[src/logic/armCtrl_params.svh]
`ifndef ARM_CTRL_PARAMS_SVH
`define ARM_CTRL_PARAMS_SVH

// Instruction word, also the width of the ALU result bus
`define INSTR_W 32

// Register file index, R0 to R15
`define REG_W 4

// Data-processing opcode field, bits 24 to 21
`define ALUOP_W 4

// NZCV
`define FLAG_W 4

// One write enable per byte lane
`define MASK_W 4

`endif

[src/logic/armIsaPkg.sv]
`include "armCtrl_params.svh"

package armIsaPkg;

  // Condition field in bits 31:28
  typedef enum logic [3:0] {
    EQ = 4'b0000,  // Z set
    NE = 4'b0001,  // Z clear
    CS = 4'b0010,  // Unsigned higher or same
    CC = 4'b0011,
    MI = 4'b0100,  // Negative
    PL = 4'b0101,
    VS = 4'b0110,  // Overflow
    VC = 4'b0111,
    HI = 4'b1000,  // Unsigned higher
    LS = 4'b1001,
    GE = 4'b1010,  // Signed compares
    LT = 4'b1011,
    GT = 4'b1100,
    LE = 4'b1101,
    AL = 4'b1110   // 1111 is handled as always too
  } condCode_t;

  // Data-processing opcodes, in ARM encoding order
  typedef enum logic [`ALUOP_W-1:0] {
    OP_AND = 4'h0,
    OP_EOR, OP_SUB, OP_RSB, OP_ADD,   // SUB and ADD double as address math
    OP_ADC, OP_SBC, OP_RSC,
    OP_TST, OP_TEQ, OP_CMP, OP_CMN,   // Flags only, no register write
    OP_ORR, OP_MOV, OP_BIC, OP_MVN
  } aluOp_t;

  // Coarse class from bits 27:26
  typedef enum logic [1:0] {
    DATAPROC  = 2'b00,
    LOADSTORE = 2'b01,
    BRANCH    = 2'b10,  // Also LDM/STM space
    OTHER     = 2'b11   // Coprocessor and SWI
  } instrClass_t;

endpackage

[src/logic/ctrlTypesPkg.sv]
`include "armCtrl_params.svh"

package ctrlTypesPkg;

  // Condition flags, same order as CPSR[31:28]
  typedef struct packed {
    logic n;
    logic z;
    logic c;
    logic v;
  } flags_t;

  // Register file read port select
  typedef struct packed {
    logic readRd;  // Store data comes from Rd
    logic readPc;  // Branch base is the PC
  } regSrc_t;

  // Immediate extender format
  typedef enum logic [1:0] {
    IMM8ROT = 2'b00,  // Rotated 8-bit data-processing immediate
    IMM12   = 2'b01,  // Load/store offset
    IMM24   = 2'b10   // Branch displacement
  } immSrc_t;

  // Controls leaving decode
  typedef struct packed {
    logic              aluSrc;      // Operand B is the immediate
    logic              memtoReg;
    logic              regWrite;
    logic              memWrite;
    logic              branch;
    logic              flagWrite;   // S bit of a data-processing op
    logic              pcSrc;       // Writes the PC
    logic              byteAccess;  // LDRB/STRB
    armIsaPkg::aluOp_t aluControl;
  } decodeCtrl_t;

  // Controls leaving execute, already condition gated
  typedef struct packed {
    logic               memWrite;
    logic               memtoReg;
    logic               regWrite;
    logic               pcSrc;
    logic               loadByte;
    logic [1:0]         byteOffset;  // Lane of a byte load
    logic [`MASK_W-1:0] byteMask;
  } memCtrl_t;

endpackage

[src/logic/stageIfs.sv]
`timescale 1ns/1ps

// Decode stage to execute stage
interface decodeIf;

  ctrlTypesPkg::decodeCtrl_t ctrl;
  armIsaPkg::condCode_t      cond;
  logic                      setFlags;
  logic                      pcSrc;     // Also tapped at the top for the PC-write pending

  modport src (
    output ctrl,
    output cond,
    output setFlags,
    output pcSrc
  );

  modport dst (
    input  ctrl,
    input  cond,
    input  setFlags,
    input  pcSrc
  );

endinterface

// Execute stage to memory stage, with flag forwarding coming back
interface execIf;

  ctrlTypesPkg::memCtrl_t ctrl;
  ctrlTypesPkg::flags_t   flagsNext;
  logic                   setFlags;
  logic                   valid;      // Occupied and condition passed
  ctrlTypesPkg::flags_t   fwdM;       // Flags in the memory stage
  logic                   fwdSetM;
  ctrlTypesPkg::flags_t   fwdW;       // Flags in the writeback stage
  logic                   fwdSetW;
  ctrlTypesPkg::flags_t   flagReg;    // Architectural NZCV

  modport src (
    output ctrl, flagsNext, setFlags, valid,
    input  fwdM, fwdSetM, fwdW, fwdSetW, flagReg
  );

  modport dst (
    input  ctrl, flagsNext, setFlags, valid,
    output fwdM, fwdSetM, fwdW, fwdSetW, flagReg
  );

endinterface

[src/logic/condCheck.sv]
`timescale 1ns/1ps

module condCheck (
  input  armIsaPkg::condCode_t cond,
  input  ctrlTypesPkg::flags_t flags,      // Forwarded NZCV
  input  ctrlTypesPkg::flags_t aluFlags,   // Fresh from the ALU
  input  logic                 flagWrite,
  output logic                 condEx,
  output ctrlTypesPkg::flags_t flagsNext
);

  logic signedGe;

  // N equals V means signed greater or equal
  assign signedGe = (flags.n == flags.v);

  always_comb begin
    case (cond)
      armIsaPkg::EQ: condEx = flags.z;
      armIsaPkg::NE: condEx = !flags.z;
      armIsaPkg::CS: condEx = flags.c;
      armIsaPkg::CC: condEx = !flags.c;
      armIsaPkg::MI: condEx = flags.n;
      armIsaPkg::PL: condEx = !flags.n;
      armIsaPkg::VS: condEx = flags.v;
      armIsaPkg::VC: condEx = !flags.v;
      armIsaPkg::HI: condEx = flags.c && !flags.z;
      armIsaPkg::LS: condEx = !flags.c || flags.z;
      armIsaPkg::GE: condEx = signedGe;
      armIsaPkg::LT: condEx = !signedGe;
      armIsaPkg::GT: condEx = !flags.z && signedGe;
      armIsaPkg::LE: condEx = flags.z || !signedGe;
      default:       condEx = 1'b1;         // AL and the 1111 code
    endcase
  end

  // Take ALU flags only for an S instruction that actually executes
  assign flagsNext = (flagWrite && condEx) ? aluFlags : flags;

endmodule

[src/logic/instrDecoder.sv]
`timescale 1ns/1ps
`include "armCtrl_params.svh"

module instrDecoder (
  input  logic [`INSTR_W-1:0]   instrD,
  output ctrlTypesPkg::regSrc_t regSrcD,
  output ctrlTypesPkg::immSrc_t immSrcD,
  decodeIf.src                  dec
);

  armIsaPkg::instrClass_t    instrClass;
  armIsaPkg::aluOp_t         dpOp;
  ctrlTypesPkg::decodeCtrl_t ctrlD;
  logic                      immForm;    // I bit
  logic                      sBit;       // S bit, or L bit for load/store
  logic                      rdIsPc;
  logic                      isCompare;

  // ==============================
  // Instruction fields
  // ==============================

  assign instrClass = armIsaPkg::instrClass_t'(instrD[27:26]);
  assign dpOp       = armIsaPkg::aluOp_t'(instrD[24:21]);
  assign immForm    = instrD[25];
  assign sBit       = instrD[20];
  assign rdIsPc     = (instrD[15:12] == {`REG_W{1'b1}});
  assign isCompare  = (instrD[24:23] == 2'b10);  // TST TEQ CMP CMN

  // ==============================
  // Control decode
  // ==============================

  always_comb begin
    ctrlD   = '0;                      // Anything unsupported stays inactive
    regSrcD = '0;
    immSrcD = ctrlTypesPkg::IMM8ROT;
    case (instrClass)
      armIsaPkg::DATAPROC: begin
        // Register form needs an immediate shift, bit 4 set is RSR/mult/halfword
        if (immForm || !instrD[4]) begin
          // Compare opcodes without S are the misc space
          if (!isCompare || sBit) begin
            ctrlD.aluSrc     = immForm;
            ctrlD.regWrite   = !isCompare;  // Compares only touch flags
            ctrlD.flagWrite  = sBit;
            ctrlD.aluControl = dpOp;
          end
        end
      end

      armIsaPkg::LOADSTORE: begin
        // Register offset with bit 4 set is undefined
        if (!(immForm && instrD[4])) begin
          ctrlD.aluSrc     = !immForm;      // I bit is inverted here, 0 means 12-bit offset
          ctrlD.memtoReg   = sBit;
          ctrlD.regWrite   = sBit;          // LDR
          ctrlD.memWrite   = !sBit;         // STR
          ctrlD.byteAccess = instrD[22];
          // U bit picks the offset direction
          ctrlD.aluControl = instrD[23] ? armIsaPkg::OP_ADD : armIsaPkg::OP_SUB;
          regSrcD.readRd   = !sBit;         // Store data read from Rd
          immSrcD          = ctrlTypesPkg::IMM12;
        end
      end

      armIsaPkg::BRANCH: begin
        // Plain B only, LDM/STM and BL fall through inactive
        if (immForm && !instrD[24]) begin
          ctrlD.aluSrc     = 1'b1;
          ctrlD.branch     = 1'b1;
          ctrlD.aluControl = armIsaPkg::OP_ADD;  // PC + displacement
          regSrcD.readPc   = 1'b1;
          immSrcD          = ctrlTypesPkg::IMM24;
        end
      end

      default: begin
        // Coprocessor and SWI space
      end
    endcase

    // Any write to R15 redirects fetch
    ctrlD.pcSrc = ctrlD.branch | (ctrlD.regWrite & rdIsPc);
  end

  // ==============================
  // Bundle to execute
  // ==============================

  assign dec.ctrl     = ctrlD;
  assign dec.cond     = armIsaPkg::condCode_t'(instrD[31:28]);
  assign dec.setFlags = ctrlD.flagWrite;
  assign dec.pcSrc    = ctrlD.pcSrc;  // Decode-stage term of pcWrPendingF

endmodule

[src/logic/executeStage.sv]
`timescale 1ns/1ps
`include "armCtrl_params.svh"

module executeStage (
  input  logic                 clk,
  input  logic                 rstN,
  input  logic                 stallE,
  input  logic                 flushE,
  input  ctrlTypesPkg::flags_t aluFlagsE,
  input  logic [`INSTR_W-1:0]  aluResultE,   // Load/store address
  decodeIf.dst                 dec,
  output logic                 aluSrcE,
  output armIsaPkg::aluOp_t    aluControlE,
  output logic                 branchTakenE,
  output ctrlTypesPkg::flags_t flagsE,
  output logic                 pcSrcE,
  execIf.src                   exe
);

  ctrlTypesPkg::decodeCtrl_t ctrlE;
  armIsaPkg::condCode_t      condE;
  ctrlTypesPkg::flags_t      flagsNextE;
  logic                      setFlagsE;
  logic                      validE;       // Holds a real instruction
  logic                      condEx;
  logic [`MASK_W-1:0]        byteMaskE;

  // ==============================
  // Decode to execute register
  // ==============================

  always_ff @(posedge clk or negedge rstN) begin
    if (!rstN) begin
      ctrlE     <= '0;
      condE     <= armIsaPkg::EQ;    // All-zero encoding
      setFlagsE <= 1'b0;
      validE    <= 1'b0;
    end else if (flushE) begin       // Bubble
      ctrlE     <= '0;
      condE     <= armIsaPkg::EQ;
      setFlagsE <= 1'b0;
      validE    <= 1'b0;
    end else if (!stallE) begin
      ctrlE     <= dec.ctrl;
      condE     <= dec.cond;
      setFlagsE <= dec.setFlags;
      validE    <= 1'b1;
    end
  end

  // Newest flags win, memory then writeback then the flag register
  assign flagsE = exe.fwdSetM ? exe.fwdM :
                  exe.fwdSetW ? exe.fwdW : exe.flagReg;

  condCheck condCheck_i (
    .cond      (condE),
    .flags     (flagsE),
    .aluFlags  (aluFlagsE),
    .flagWrite (ctrlE.flagWrite),
    .condEx    (condEx),
    .flagsNext (flagsNextE)
  );

  // Word access enables every lane, byte access one lane from the address
  assign byteMaskE = ctrlE.byteAccess ? (`MASK_W'(1) << aluResultE[1:0]) : '1;

  // ==============================
  // Gated controls to memory
  // ==============================

  always_comb begin
    exe.ctrl.memWrite   = ctrlE.memWrite & condEx;
    exe.ctrl.memtoReg   = ctrlE.memtoReg & condEx;
    exe.ctrl.regWrite   = ctrlE.regWrite & condEx;
    exe.ctrl.pcSrc      = ctrlE.pcSrc & condEx;
    exe.ctrl.loadByte   = ctrlE.byteAccess & ctrlE.memtoReg & condEx;
    exe.ctrl.byteOffset = aluResultE[1:0];
    exe.ctrl.byteMask   = byteMaskE;
  end

  assign exe.flagsNext = flagsNextE;
  assign exe.setFlags  = setFlagsE;
  assign exe.valid     = validE & condEx;  // Memory stage qualifies setFlags with this

  assign aluSrcE      = ctrlE.aluSrc;
  assign aluControlE  = ctrlE.aluControl;
  assign branchTakenE = ctrlE.branch & condEx;
  assign pcSrcE       = ctrlE.pcSrc;       // Ungated, pending check stays conservative

endmodule

[src/logic/memWbStage.sv]
`timescale 1ns/1ps
`include "armCtrl_params.svh"

module memWbStage (
  input  logic               clk,
  input  logic               rstN,
  input  logic               stallM,
  input  logic               stallW,
  input  logic               flushW,
  execIf.dst                 exe,
  output logic               memWriteM,
  output logic               memtoRegM,
  output logic [`MASK_W-1:0] byteMaskM,
  output logic               pcSrcM,
  output logic               regWriteW,
  output logic               memtoRegW,
  output logic               pcSrcW,
  output logic [1:0]         byteOffsetW,
  output logic               loadByteW
);

  ctrlTypesPkg::memCtrl_t ctrlM;
  ctrlTypesPkg::flags_t   flagsM;
  ctrlTypesPkg::flags_t   flagsW;
  ctrlTypesPkg::flags_t   flagReg;
  logic                   setFlagsM;
  logic                   setFlagsW;

  // ==============================
  // Execute to memory register
  // ==============================

  always_ff @(posedge clk or negedge rstN) begin
    if (!rstN) begin
      ctrlM     <= '0;
      flagsM    <= '0;
      setFlagsM <= 1'b0;
    end else if (!stallM) begin
      ctrlM     <= exe.ctrl;
      flagsM    <= exe.flagsNext;
      setFlagsM <= exe.setFlags & exe.valid;  // Failed condition sets nothing
    end
  end

  assign memWriteM = ctrlM.memWrite;
  assign memtoRegM = ctrlM.memtoReg;
  assign byteMaskM = ctrlM.byteMask;
  assign pcSrcM    = ctrlM.pcSrc;

  // ==============================
  // Memory to writeback register
  // ==============================

  always_ff @(posedge clk or negedge rstN) begin
    if (!rstN) begin
      {regWriteW, memtoRegW, pcSrcW, loadByteW} <= '0;
      byteOffsetW <= '0;
      flagsW      <= '0;
      setFlagsW   <= 1'b0;
    end else if (flushW) begin
      {regWriteW, memtoRegW, pcSrcW, loadByteW} <= '0;
      byteOffsetW <= '0;
      flagsW      <= '0;
      setFlagsW   <= 1'b0;
    end else if (!stallW) begin
      regWriteW   <= ctrlM.regWrite;
      memtoRegW   <= ctrlM.memtoReg;
      pcSrcW      <= ctrlM.pcSrc;
      loadByteW   <= ctrlM.loadByte;
      byteOffsetW <= ctrlM.byteOffset;  // Lane select for the load aligner
      flagsW      <= flagsM;
      setFlagsW   <= setFlagsM;
    end
  end

  // NZCV register, written as the instruction retires
  always_ff @(posedge clk or negedge rstN) begin
    if (!rstN)
      flagReg <= '0;
    else if (setFlagsW && !stallW)
      flagReg <= flagsW;
  end

  // Forwarding back to execute
  assign exe.fwdM    = flagsM;
  assign exe.fwdSetM = setFlagsM;
  assign exe.fwdW    = flagsW;
  assign exe.fwdSetW = setFlagsW;
  assign exe.flagReg = flagReg;

endmodule

[src/logic/armController.sv]
`timescale 1ns/1ps
`include "armCtrl_params.svh"

module armController (
  input  logic                  clk,
  input  logic                  rstN,
  input  logic [`INSTR_W-1:0]   instrD,
  input  ctrlTypesPkg::flags_t  aluFlagsE,
  input  logic [`INSTR_W-1:0]   aluResultE,
  input  logic                  stallE,
  input  logic                  flushE,
  input  logic                  stallM,
  input  logic                  stallW,
  input  logic                  flushW,
  output ctrlTypesPkg::regSrc_t regSrcD,
  output ctrlTypesPkg::immSrc_t immSrcD,
  output logic                  aluSrcE,
  output armIsaPkg::aluOp_t     aluControlE,
  output logic                  branchTakenE,
  output ctrlTypesPkg::flags_t  flagsE,
  output logic                  memWriteM,
  output logic                  memtoRegM,
  output logic [`MASK_W-1:0]    byteMaskM,
  output logic                  regWriteW,
  output logic                  memtoRegW,
  output logic                  pcSrcW,
  output logic [1:0]            byteOffsetW,
  output logic                  loadByteW,
  output logic                  pcWrPendingF
);

  logic pcSrcE;
  logic pcSrcM;

  decodeIf decIf ();
  execIf   exeIf ();

  instrDecoder instrDecoder_i (
    .instrD  (instrD),
    .regSrcD (regSrcD),
    .immSrcD (immSrcD),
    .dec     (decIf.src)
  );

  executeStage executeStage_i (
    .clk          (clk),
    .rstN         (rstN),
    .stallE       (stallE),
    .flushE       (flushE),
    .aluFlagsE    (aluFlagsE),
    .aluResultE   (aluResultE),
    .dec          (decIf.dst),
    .aluSrcE      (aluSrcE),
    .aluControlE  (aluControlE),
    .branchTakenE (branchTakenE),
    .flagsE       (flagsE),
    .pcSrcE       (pcSrcE),
    .exe          (exeIf.src)
  );

  memWbStage memWbStage_i (
    .clk         (clk),
    .rstN        (rstN),
    .stallM      (stallM),
    .stallW      (stallW),
    .flushW      (flushW),
    .exe         (exeIf.dst),
    .memWriteM   (memWriteM),
    .memtoRegM   (memtoRegM),
    .byteMaskM   (byteMaskM),
    .pcSrcM      (pcSrcM),
    .regWriteW   (regWriteW),
    .memtoRegW   (memtoRegW),
    .pcSrcW      (pcSrcW),
    .byteOffsetW (byteOffsetW),
    .loadByteW   (loadByteW)
  );

  // PC write somewhere between decode and memory, fetch must wait
  assign pcWrPendingF = decIf.pcSrc | pcSrcE | pcSrcM;

endmodule

[config.mk]
export PLATFORM = sky130hd
export DESIGN_NAME = armController
export DESIGN_NICKNAME = d
export VERILOG_FILES = /design/src/logic/armIsaPkg.sv /design/src/logic/ctrlTypesPkg.sv /design/src/logic/stageIfs.sv /design/src/logic/condCheck.sv /design/src/logic/instrDecoder.sv /design/src/logic/executeStage.sv /design/src/logic/memWbStage.sv /design/src/logic/armController.sv
export VERILOG_INCLUDE_DIRS = /design/src /design/src/logic
export SDC_FILE = /design/constraint.sdc
export NUM_CORES = 1
export LEC_CHECK = 0
export ABC_CLOCK_PERIOD_IN_PS = 2800
export BUFFER_PORTS_ARGS = -buffer_cell sky130_fd_sc_hd__clkbuf_2
export CAP_MARGIN = 10
export CORE_ASPECT_RATIO = 2
export CORE_MARGIN = 2
export CORE_UTILIZATION = 35
export CTS_CLUSTER_SIZE = 24
export DETAILED_ROUTE_END_ITERATION = 10
export GPL_TIMING_DRIVEN = 0
export HOLD_SLACK_MARGIN = 0.08
export PLACE_DENSITY_LB_ADDON = 0.05
export SKIP_CTS_REPAIR_TIMING = 1
export SLEW_MARGIN = 5
export SYNTH_ARGS = -nofsm -noshare
export SYNTH_HDL_FRONTEND = slang
export SYNTH_SLANG_ARGS = --single-unit
[constraint.sdc]
create_clock -name clk -period 2.8 [get_ports clk]
set_input_delay 0.28 -clock clk [delete_from_list [all_inputs] [get_ports clk]]
set_output_delay 0.28 -clock clk [all_outputs]
set_load 0.005 [all_outputs]
==> run summary, run 1 <==
* **final-report hold violation count** 0
* **min-delay src** flushW
* **final net count** 409
* **number of H-tree branching levels** 2
* **total of flip-flops plus latches after synthesis** 48
* **cell with the most instances after synthesis** dfrtp_1
* **most frequently used flop master after synthesis** dfrtp_1
* **Register-to-Register Path Depth** 9
* **routed via count** 2105
* **Sw Share** 24.86%
* **maximum VDD drop** 0.0002365 V
* **DRC violation count after routing** 0
* **run status** complete, no violations
* **Clock Latency Late Sink** 0.29 ns
* **final-report setup violation count** 0
* **fraction of final layout cells sized beyond drive strength 1** 31.12%
* **setup repair after global routing missed its margin** true
* **growth of design area from synthesis to finish** 26.51%
* **net load switching power** 0.3806 mW
* **remaining global-route overflow** 0
* **Slew Limit Headroom** 50.04%
* **Power Total** 1.531 mW
* **biggest area contributors in the synthesized netlist** dfrtp_1, mux2i_1, nor2_1
* **share of Yosys cell area claimed by the top area cell type** 46.44%
* **hold path depth** 2
* **cell type with the highest aggregate area in the netlist** dfrtp_1
* **Overall Global Routing Usage** 16.25%
* **Root Driver** clkbuf_16
* **Leakage Power** 1.607 nW
* **TritonCTS clock tree** built
* **pin count of the biggest net entering global routing** 21
* **antenna violations before repair** 0
* **# fillers** 715
* **Final HPWL DP** 4906 um
* **max-slew violation count** 0
* **sum of routed wire length over all layers** 6145 um
* **clock sink count** 48
* **Avg Vias per Cell** 4.976
* **DIE AREA** 8135 um^2
* **average cell area after synthesis** 9.834 um^2
* **Seq pwr share** 47.4%
* **Chip Width** 64.79 um
* **number of placed cells counting well taps** 410
* **Starting DRT DRC Count** 70
* **Slew @ Worst Pin** 0.7493 ns
* **path type of the worst min-delay path** in -> reg
* **number of warning messages in the yosys log** 0
* **ranking of synthesized cells by instance count** dfrtp_1, nor2_1, nand2_1, mux2i_1, inv_1
* **multi-input logic area** 1265 um^2
* **Post-synth EDFFs** 0
* **Crit path arrival time** 2.49 ns
* **I/O pin cnt** 102
* **Cell Rows** 44
* **critical path capture point type** output port
* **first-pass detailed-route iteration total** 4
* **launching point of the worst reg2reg path** memWbStage_i.exe.fwdSetW
* **internal power** 1.150 mW
* **combinational share of power** 12.1%
* **Inserted Diodes** 0
* **maximum clock skew at final layout** 0.005028 ns
* **initial core utilization** 35.86%
* **maximum clock frequency** 0.3605 GHz
* **weighted congestion reported at the end of routability-driven placement** 0.7588
* **proportion of synthesized chip area in sequential cells** 46.44%
* **total area of sequential cells** 1201 um^2
* **Startpoint Class** flop
* **Max Cap Violations** 0
* **first-pass GRT wire length** 10100 um
* **CP Class** reg -> out
* **y dimension of the die** 125.6 um
* **Routed WL per cell** 14.53 um
* **number of buffers on the longest clock path** 2
* **share of total power in the clock network** 40.5%
* **combined area of all synthesized cells** 2586 um^2
* **Final Instance Count excl. Fillers** 423
* **Crit Path Max Fanout** 6
* **Period minus WS final** 2.774 ns
* **number of nets still failing antenna checks after routing** 0
* **number of port buffers** 53
* **net count after synthesis** 342
* **clock buffers created by TritonCTS** 5
* **Synth async-reset ratio** 100.0%
* **required time worst endpoint** 2.52 ns
* **number of instances in the synthesized netlist** 263
* **number of global-route vias before repair** 2118
* **Power per Cell Area** 467.9 nW/um^2
* **Clock Pin Slew Worst Setup and Hold Paths** 0.06 ns
* **Period Utilization, post-route** 99.06%
* **post-route worst hold slack** 0.1562 ns
* **Worst setup startpoint** memWbStage_i.exe.fwdSetW
* **library cells used by synthesis** 51
* **core outline area** 7212 um^2
## metrics by stage
| step | setup TNS [ns] | instance area, um^2 | util, % | setup WS (ns) |
|---|---|---|---|---|
| 3_5_place_dp | -0.07811 | 3022 | 41.90 | -0.07811 |
| 2_1_floorplan | 0 | 2586 | - | 0.3988 |
| 3_3_place_gp | -0.02030 | 2967 | 41.13 | -0.02030 |
| 4_1_cts | -0.4002 | 3174 | 44.01 | -0.4002 |
| 6_report | 0 | 3272 | 45.37 | 0.02618 |
| 5_1_grt | -0.06999 | 3272 | 45.37 | -0.06999 |
## worst paths after layout
check                                               to  slack [ns]
min                           memWbStage_i.exe.fwdW[2]        0.16
min in group asynchronous  memWbStage_i.exe.flagReg[0]        0.43
max                                       branchTakenE        0.03
max in group asynchronous    memWbStage_i.byteMaskM[0]        1.78
max reg2reg                   memWbStage_i.exe.fwdM[3]        0.18
min reg2reg                  memWbStage_i.byteMaskM[1]        0.48
## kinds of logic after synthesis
family,after synthesis,synth area share (%)
compound gates,55,14.95
xor+xnor,4,1.887
fa+ha+maj,4,1.935
buf+inv,38,7.160
flops,48,46.44
mux,31,13.55
simple gates,83,14.08
## area by class of cell
type / instances / area share [%]
Multi-Input combinational cell: 178 / 38.66
Sequential cell: 48 / 36.71
Timing Repair Buffer: 59 / 10.78
Clock buffer: 6 / 4.245
Buffer: 21 / 3.709
Tap cell: 92 / 3.518
Inverter: 17 / 1.950
Clock inverter: 2 / 0.4206
## layer usage
layer	up-vias	GRT usage (%)	routed length, um
met1	1014	16.38	2216
met4	0	7.509	131
met2	46	30.38	3559
met3	9	3.597	238
li1	1036	-	-
met5	-	0	0
## flip-flops by register name, summed over array words and instances, names as in the netlist
| name | count |
|---|---|
| executeStage_i.ctrlE | 6 |
| executeStage_i.aluControlE | 4 |
| executeStage_i.condE | 4 |
| memWbStage_i.byteMaskM | 4 |
| memWbStage_i.ctrlM | 4 |
| memWbStage_i.exe.flagReg | 4 |
| memWbStage_i.exe.fwdM | 4 |
| memWbStage_i.exe.fwdW | 4 |
| memWbStage_i.byteOffsetW | 2 |
| executeStage_i.aluSrcE | 1 |
| executeStage_i.pcSrcE | 1 |
| executeStage_i.validE | 1 |
| memWbStage_i.exe.fwdSetM | 1 |
| memWbStage_i.exe.fwdSetW | 1 |
| memWbStage_i.loadByteW | 1 |
| memWbStage_i.memWriteM | 1 |
| memWbStage_i.memtoRegM | 1 |
| memWbStage_i.memtoRegW | 1 |
| memWbStage_i.pcSrcM | 1 |
| memWbStage_i.pcSrcW | 1 |
| memWbStage_i.regWriteW | 1 |
## power by group through the flow
stage / Combinational [mW] / Sequential, mW / Clock (mW)
after floorplan: 0.0928 / 0.735 / 0
after global placement: 0.164 / 0.738 / 0
after detailed placement: 0.175 / 0.738 / 0
after CTS: 0.176 / 0.725 / 0.643
after global routing: 0.207 / 0.728 / 0.666
final: 0.185 / 0.725 / 0.620
## critical path: stages (launching register included)
cell	delay (ns)
dfrtp_1	0.37
buf_6	0.14
mux2_4	0.32
o21a_4	0.23
mux2_4	0.27
xor2_2	0.16
a221o_2	0.44
nor2_4	0.11
nor2b_1	0.06
clkbuf_2	0.10
## cell usage in the layout, fill, tap and decap left out, drive strengths merged, types with 2 or more instances in the layout
cell type  synthesis  routed
o31ai              2       2
clkbuf             8      67
or3                2       2
and2               2       2
mux2i             21      21
a211o              2       2
o311ai             4       4
mux2              10      10
inv               16      17
xor2               2       2
buf               13      18
o21ai             13      13
o21a               2       2
ha                 4       4
nand2             25      25
a22oi              3       3
a2111o             2       2
a21oi             14      14
a211oi             2       2
clkinv             1       2
dfrtp             48      48
nor2              39      39
a221o              1       2
nand2b             4       4
nor2b              5       5
Note: power is estimated with default switching activity, not from simulation.
==> inputs of run 2 (changes only) <==
Settings changed: REMOVE_ABC_BUFFERS from default to 1.
==> run 2 against run 1 <==
Clock power up 15%. Power up 5.9%. Clock-buffer cell count unchanged. Sequential power is 0.6% higher. Fmax shrank 0.88%. Register-to-register slack got worse by 0.07 ns. Critical endpoint unchanged. Largest cell class unchanged. Highest routed layer unchanged.
==> run summary, run 2 (synthesis gave the netlist of run 1 again) <==
* **path type of the worst min-delay path** in -> reg
* **y dimension of the die** 125.6 um
* **Cell Rows** 44
* **Startpoint Class** flop
* **number of buffers on the longest clock path** 2
* **I/O pin cnt** 102
* **DRC violation count after routing** 0
* **Max Cap Violations** 0
* **aggregate negative setup slack** 0 ns
* **final net count** 391
* **Crit path arrival time** 2.52 ns
* **# fillers** 748
* **cell repeated most along the worst path** mux2_4
* **Power Total** 1.621 mW
* **share of total power in the clock network** 44.2%
* **pre-CTS setup slack** -0.1633 ns
* **initial core utilization** 35.86%
* **Seq pwr share** 45.0%
* **TritonCTS clock tree** built
* **Leakage Power** 1.548 nW
* **critical-path cell with the highest stage delay** dfrtp_2
* **number of port buffers** 56
* **first-pass GRT wire length** 9901 um
* **Final Instance Count excl. Fillers** 405
* **net load switching power** 0.3870 mW
* **number of placed cells counting well taps** 391
* **maximum VDD drop** 0.0002847 V
* **post-route worst hold slack** 0.2276 ns
* **final-report hold violation count** 0
* **core outline area** 7212 um^2
* **Sw Share** 23.88%
* **internal power** 1.234 mW
* **weighted congestion reported at the end of routability-driven placement** 0.7326
* **Clock Latency Late Sink** 0.29 ns
* **Slew @ Worst Pin** 0.5695 ns
* **post-route met1 wirelength** 2380 um
* **stage delay of the slowest cell on the critical path** 0.48 ns
* **Register-to-Register Path Depth** 8
* **cell chain of the critical path** mux2_4 -> o21a_4 -> mux2_4 -> xor2_4 -> a221o_2 -> nor2_4 -> nor2b_2 -> clkbuf_2
* **Avg Vias per Cell** 4.988
* **CP Class** reg -> out
* **Crit Path Max Fanout** 6
* **growth of design area from synthesis to finish** 23.27%
* **antenna violations before repair** 0
* **Power per Cell Area** 508.4 nW/um^2
* **remaining global-route overflow** 0
* **Starting DRT DRC Count** 82
* **Top reg by flops** executeStage_i.ctrlE
* **critical path capture point type** output port
* **Final HPWL DP** 4388 um
* **combinational share of power** 10.8%
* **first-pass detailed-route iteration total** 4
* **hold path depth** 3
* **number of global-route vias before repair** 1968
* **clock buffers created by TritonCTS** 5
* **total area of sequential cells** 1204 um^2
* **post-detailed-placement cell area** 2880 um^2
* **fraction of final layout cells sized beyond drive strength 1** 31.63%
* **least setup slack across all paths after layout** 0.001583 ns
* **final-report setup violation count** 0
* **multi-input logic area** 1287 um^2
* **highest metal layer with signal wires** met4
* **Slew Limit Headroom** 62.03%
* **max-slew violation count** 0
* **number of nets still failing antenna checks after routing** 0
* **pin count of the biggest net entering global routing** 33
* **total met3 wirelength after detailed routing** 217 um
* **Routed WL per cell** 15.22 um
* **met2 routed WL** 3470 um
* **Root Driver** clkbuf_16
* **Period Utilization, post-route** 99.94%
* **commonest non-fill, non-tap cell in the layout** clkbuf_2
* **Clock Pin Slew Worst Setup and Hold Paths** 0.07 ns
* **setup repair after global routing missed its margin** true
* **post-route core utilization** 44.21%
* **maximum clock skew at final layout** 0.002878 ns
* **maximum clock frequency** 0.3573 GHz
* **sum of routed wire length over all layers** 6166 um
* **routed via count** 2020
* **final non-filler cell area** 3188 um^2
* **clock sink count** 48
* **Overall Global Routing Usage** 15.60%
* **number of H-tree branching levels** 2
* **Chip Width** 64.79 um
* **max FFs per register** 6
* **run status** complete, no violations
* **most frequent cells in the layout** clkbuf_2, dfrtp_1, nor2_1, nand2_1, mux2i_1
* **required time worst endpoint** 2.52 ns
* **Inserted Diodes** 0
* **Period minus WS final** 2.798 ns
* **DIE AREA** 8135 um^2
## run 2: changes by cell type in the layout (fill, tap and decap cells not counted), sizes merged
cell	previous run	this run
bufinv	0	1
inv	17	16
buf	18	5
clkbuf	67	62
## run 2: worst paths after layout
path,from,to,slack (ns)
max,memWbStage_i.exe.fwdSetW,branchTakenE,0.002
min reg2reg,memWbStage_i.ctrlM[8],memWbStage_i.ctrlM[8],0.48
max reg2reg,memWbStage_i.exe.fwdSetW,memWbStage_i.exe.fwdM[2],0.11
min in group asynchronous,rstN,memWbStage_i.exe.flagReg[0],0.48
min,instrD[28],executeStage_i.condE[0],0.23
max in group asynchronous,rstN,memWbStage_i.exe.fwdSetM,1.76
## run 2: power groups by stage
stage | Sequential (mW) | Clock, mW | Combinational [mW]
2_1_floorplan | 0.737 | 0 | 0.0679
3_3_place_gp | 0.740 | 0 | 0.153
3_5_place_dp | 0.741 | 0 | 0.157
4_1_cts | 0.727 | 0.740 | 0.158
5_1_grt | 0.731 | 0.768 | 0.197
6_report | 0.729 | 0.716 | 0.176
## run 2: cell type report
type                            count  share of cell area, %
Clock buffer                        6                  4.356
Clock inverter                      2                  1.217
Inverter                           17                  2.002
Multi-Input combinational cell    178                  40.38
Sequential cell                    48                  37.75
Tap cell                           92                  3.611
Timing Repair Buffer               62                  10.68
## run 2: metal layers
layer,global-route usage [%],vias up
met4,5.382,0
li1,-,1002
met5,0,-
met2,27.71,48
met1,18.51,965
met3,2.608,5
## run 2: worst max-delay path, delay by kind of cell (launching register included)
kind / cells / cell delay [ns]
xor+xnor: 1 / 0.16
mux: 2 / 0.63
simple gates: 2 / 0.18
compound gates: 2 / 0.66
flops: 1 / 0.48
buf+inv: 1 / 0.10
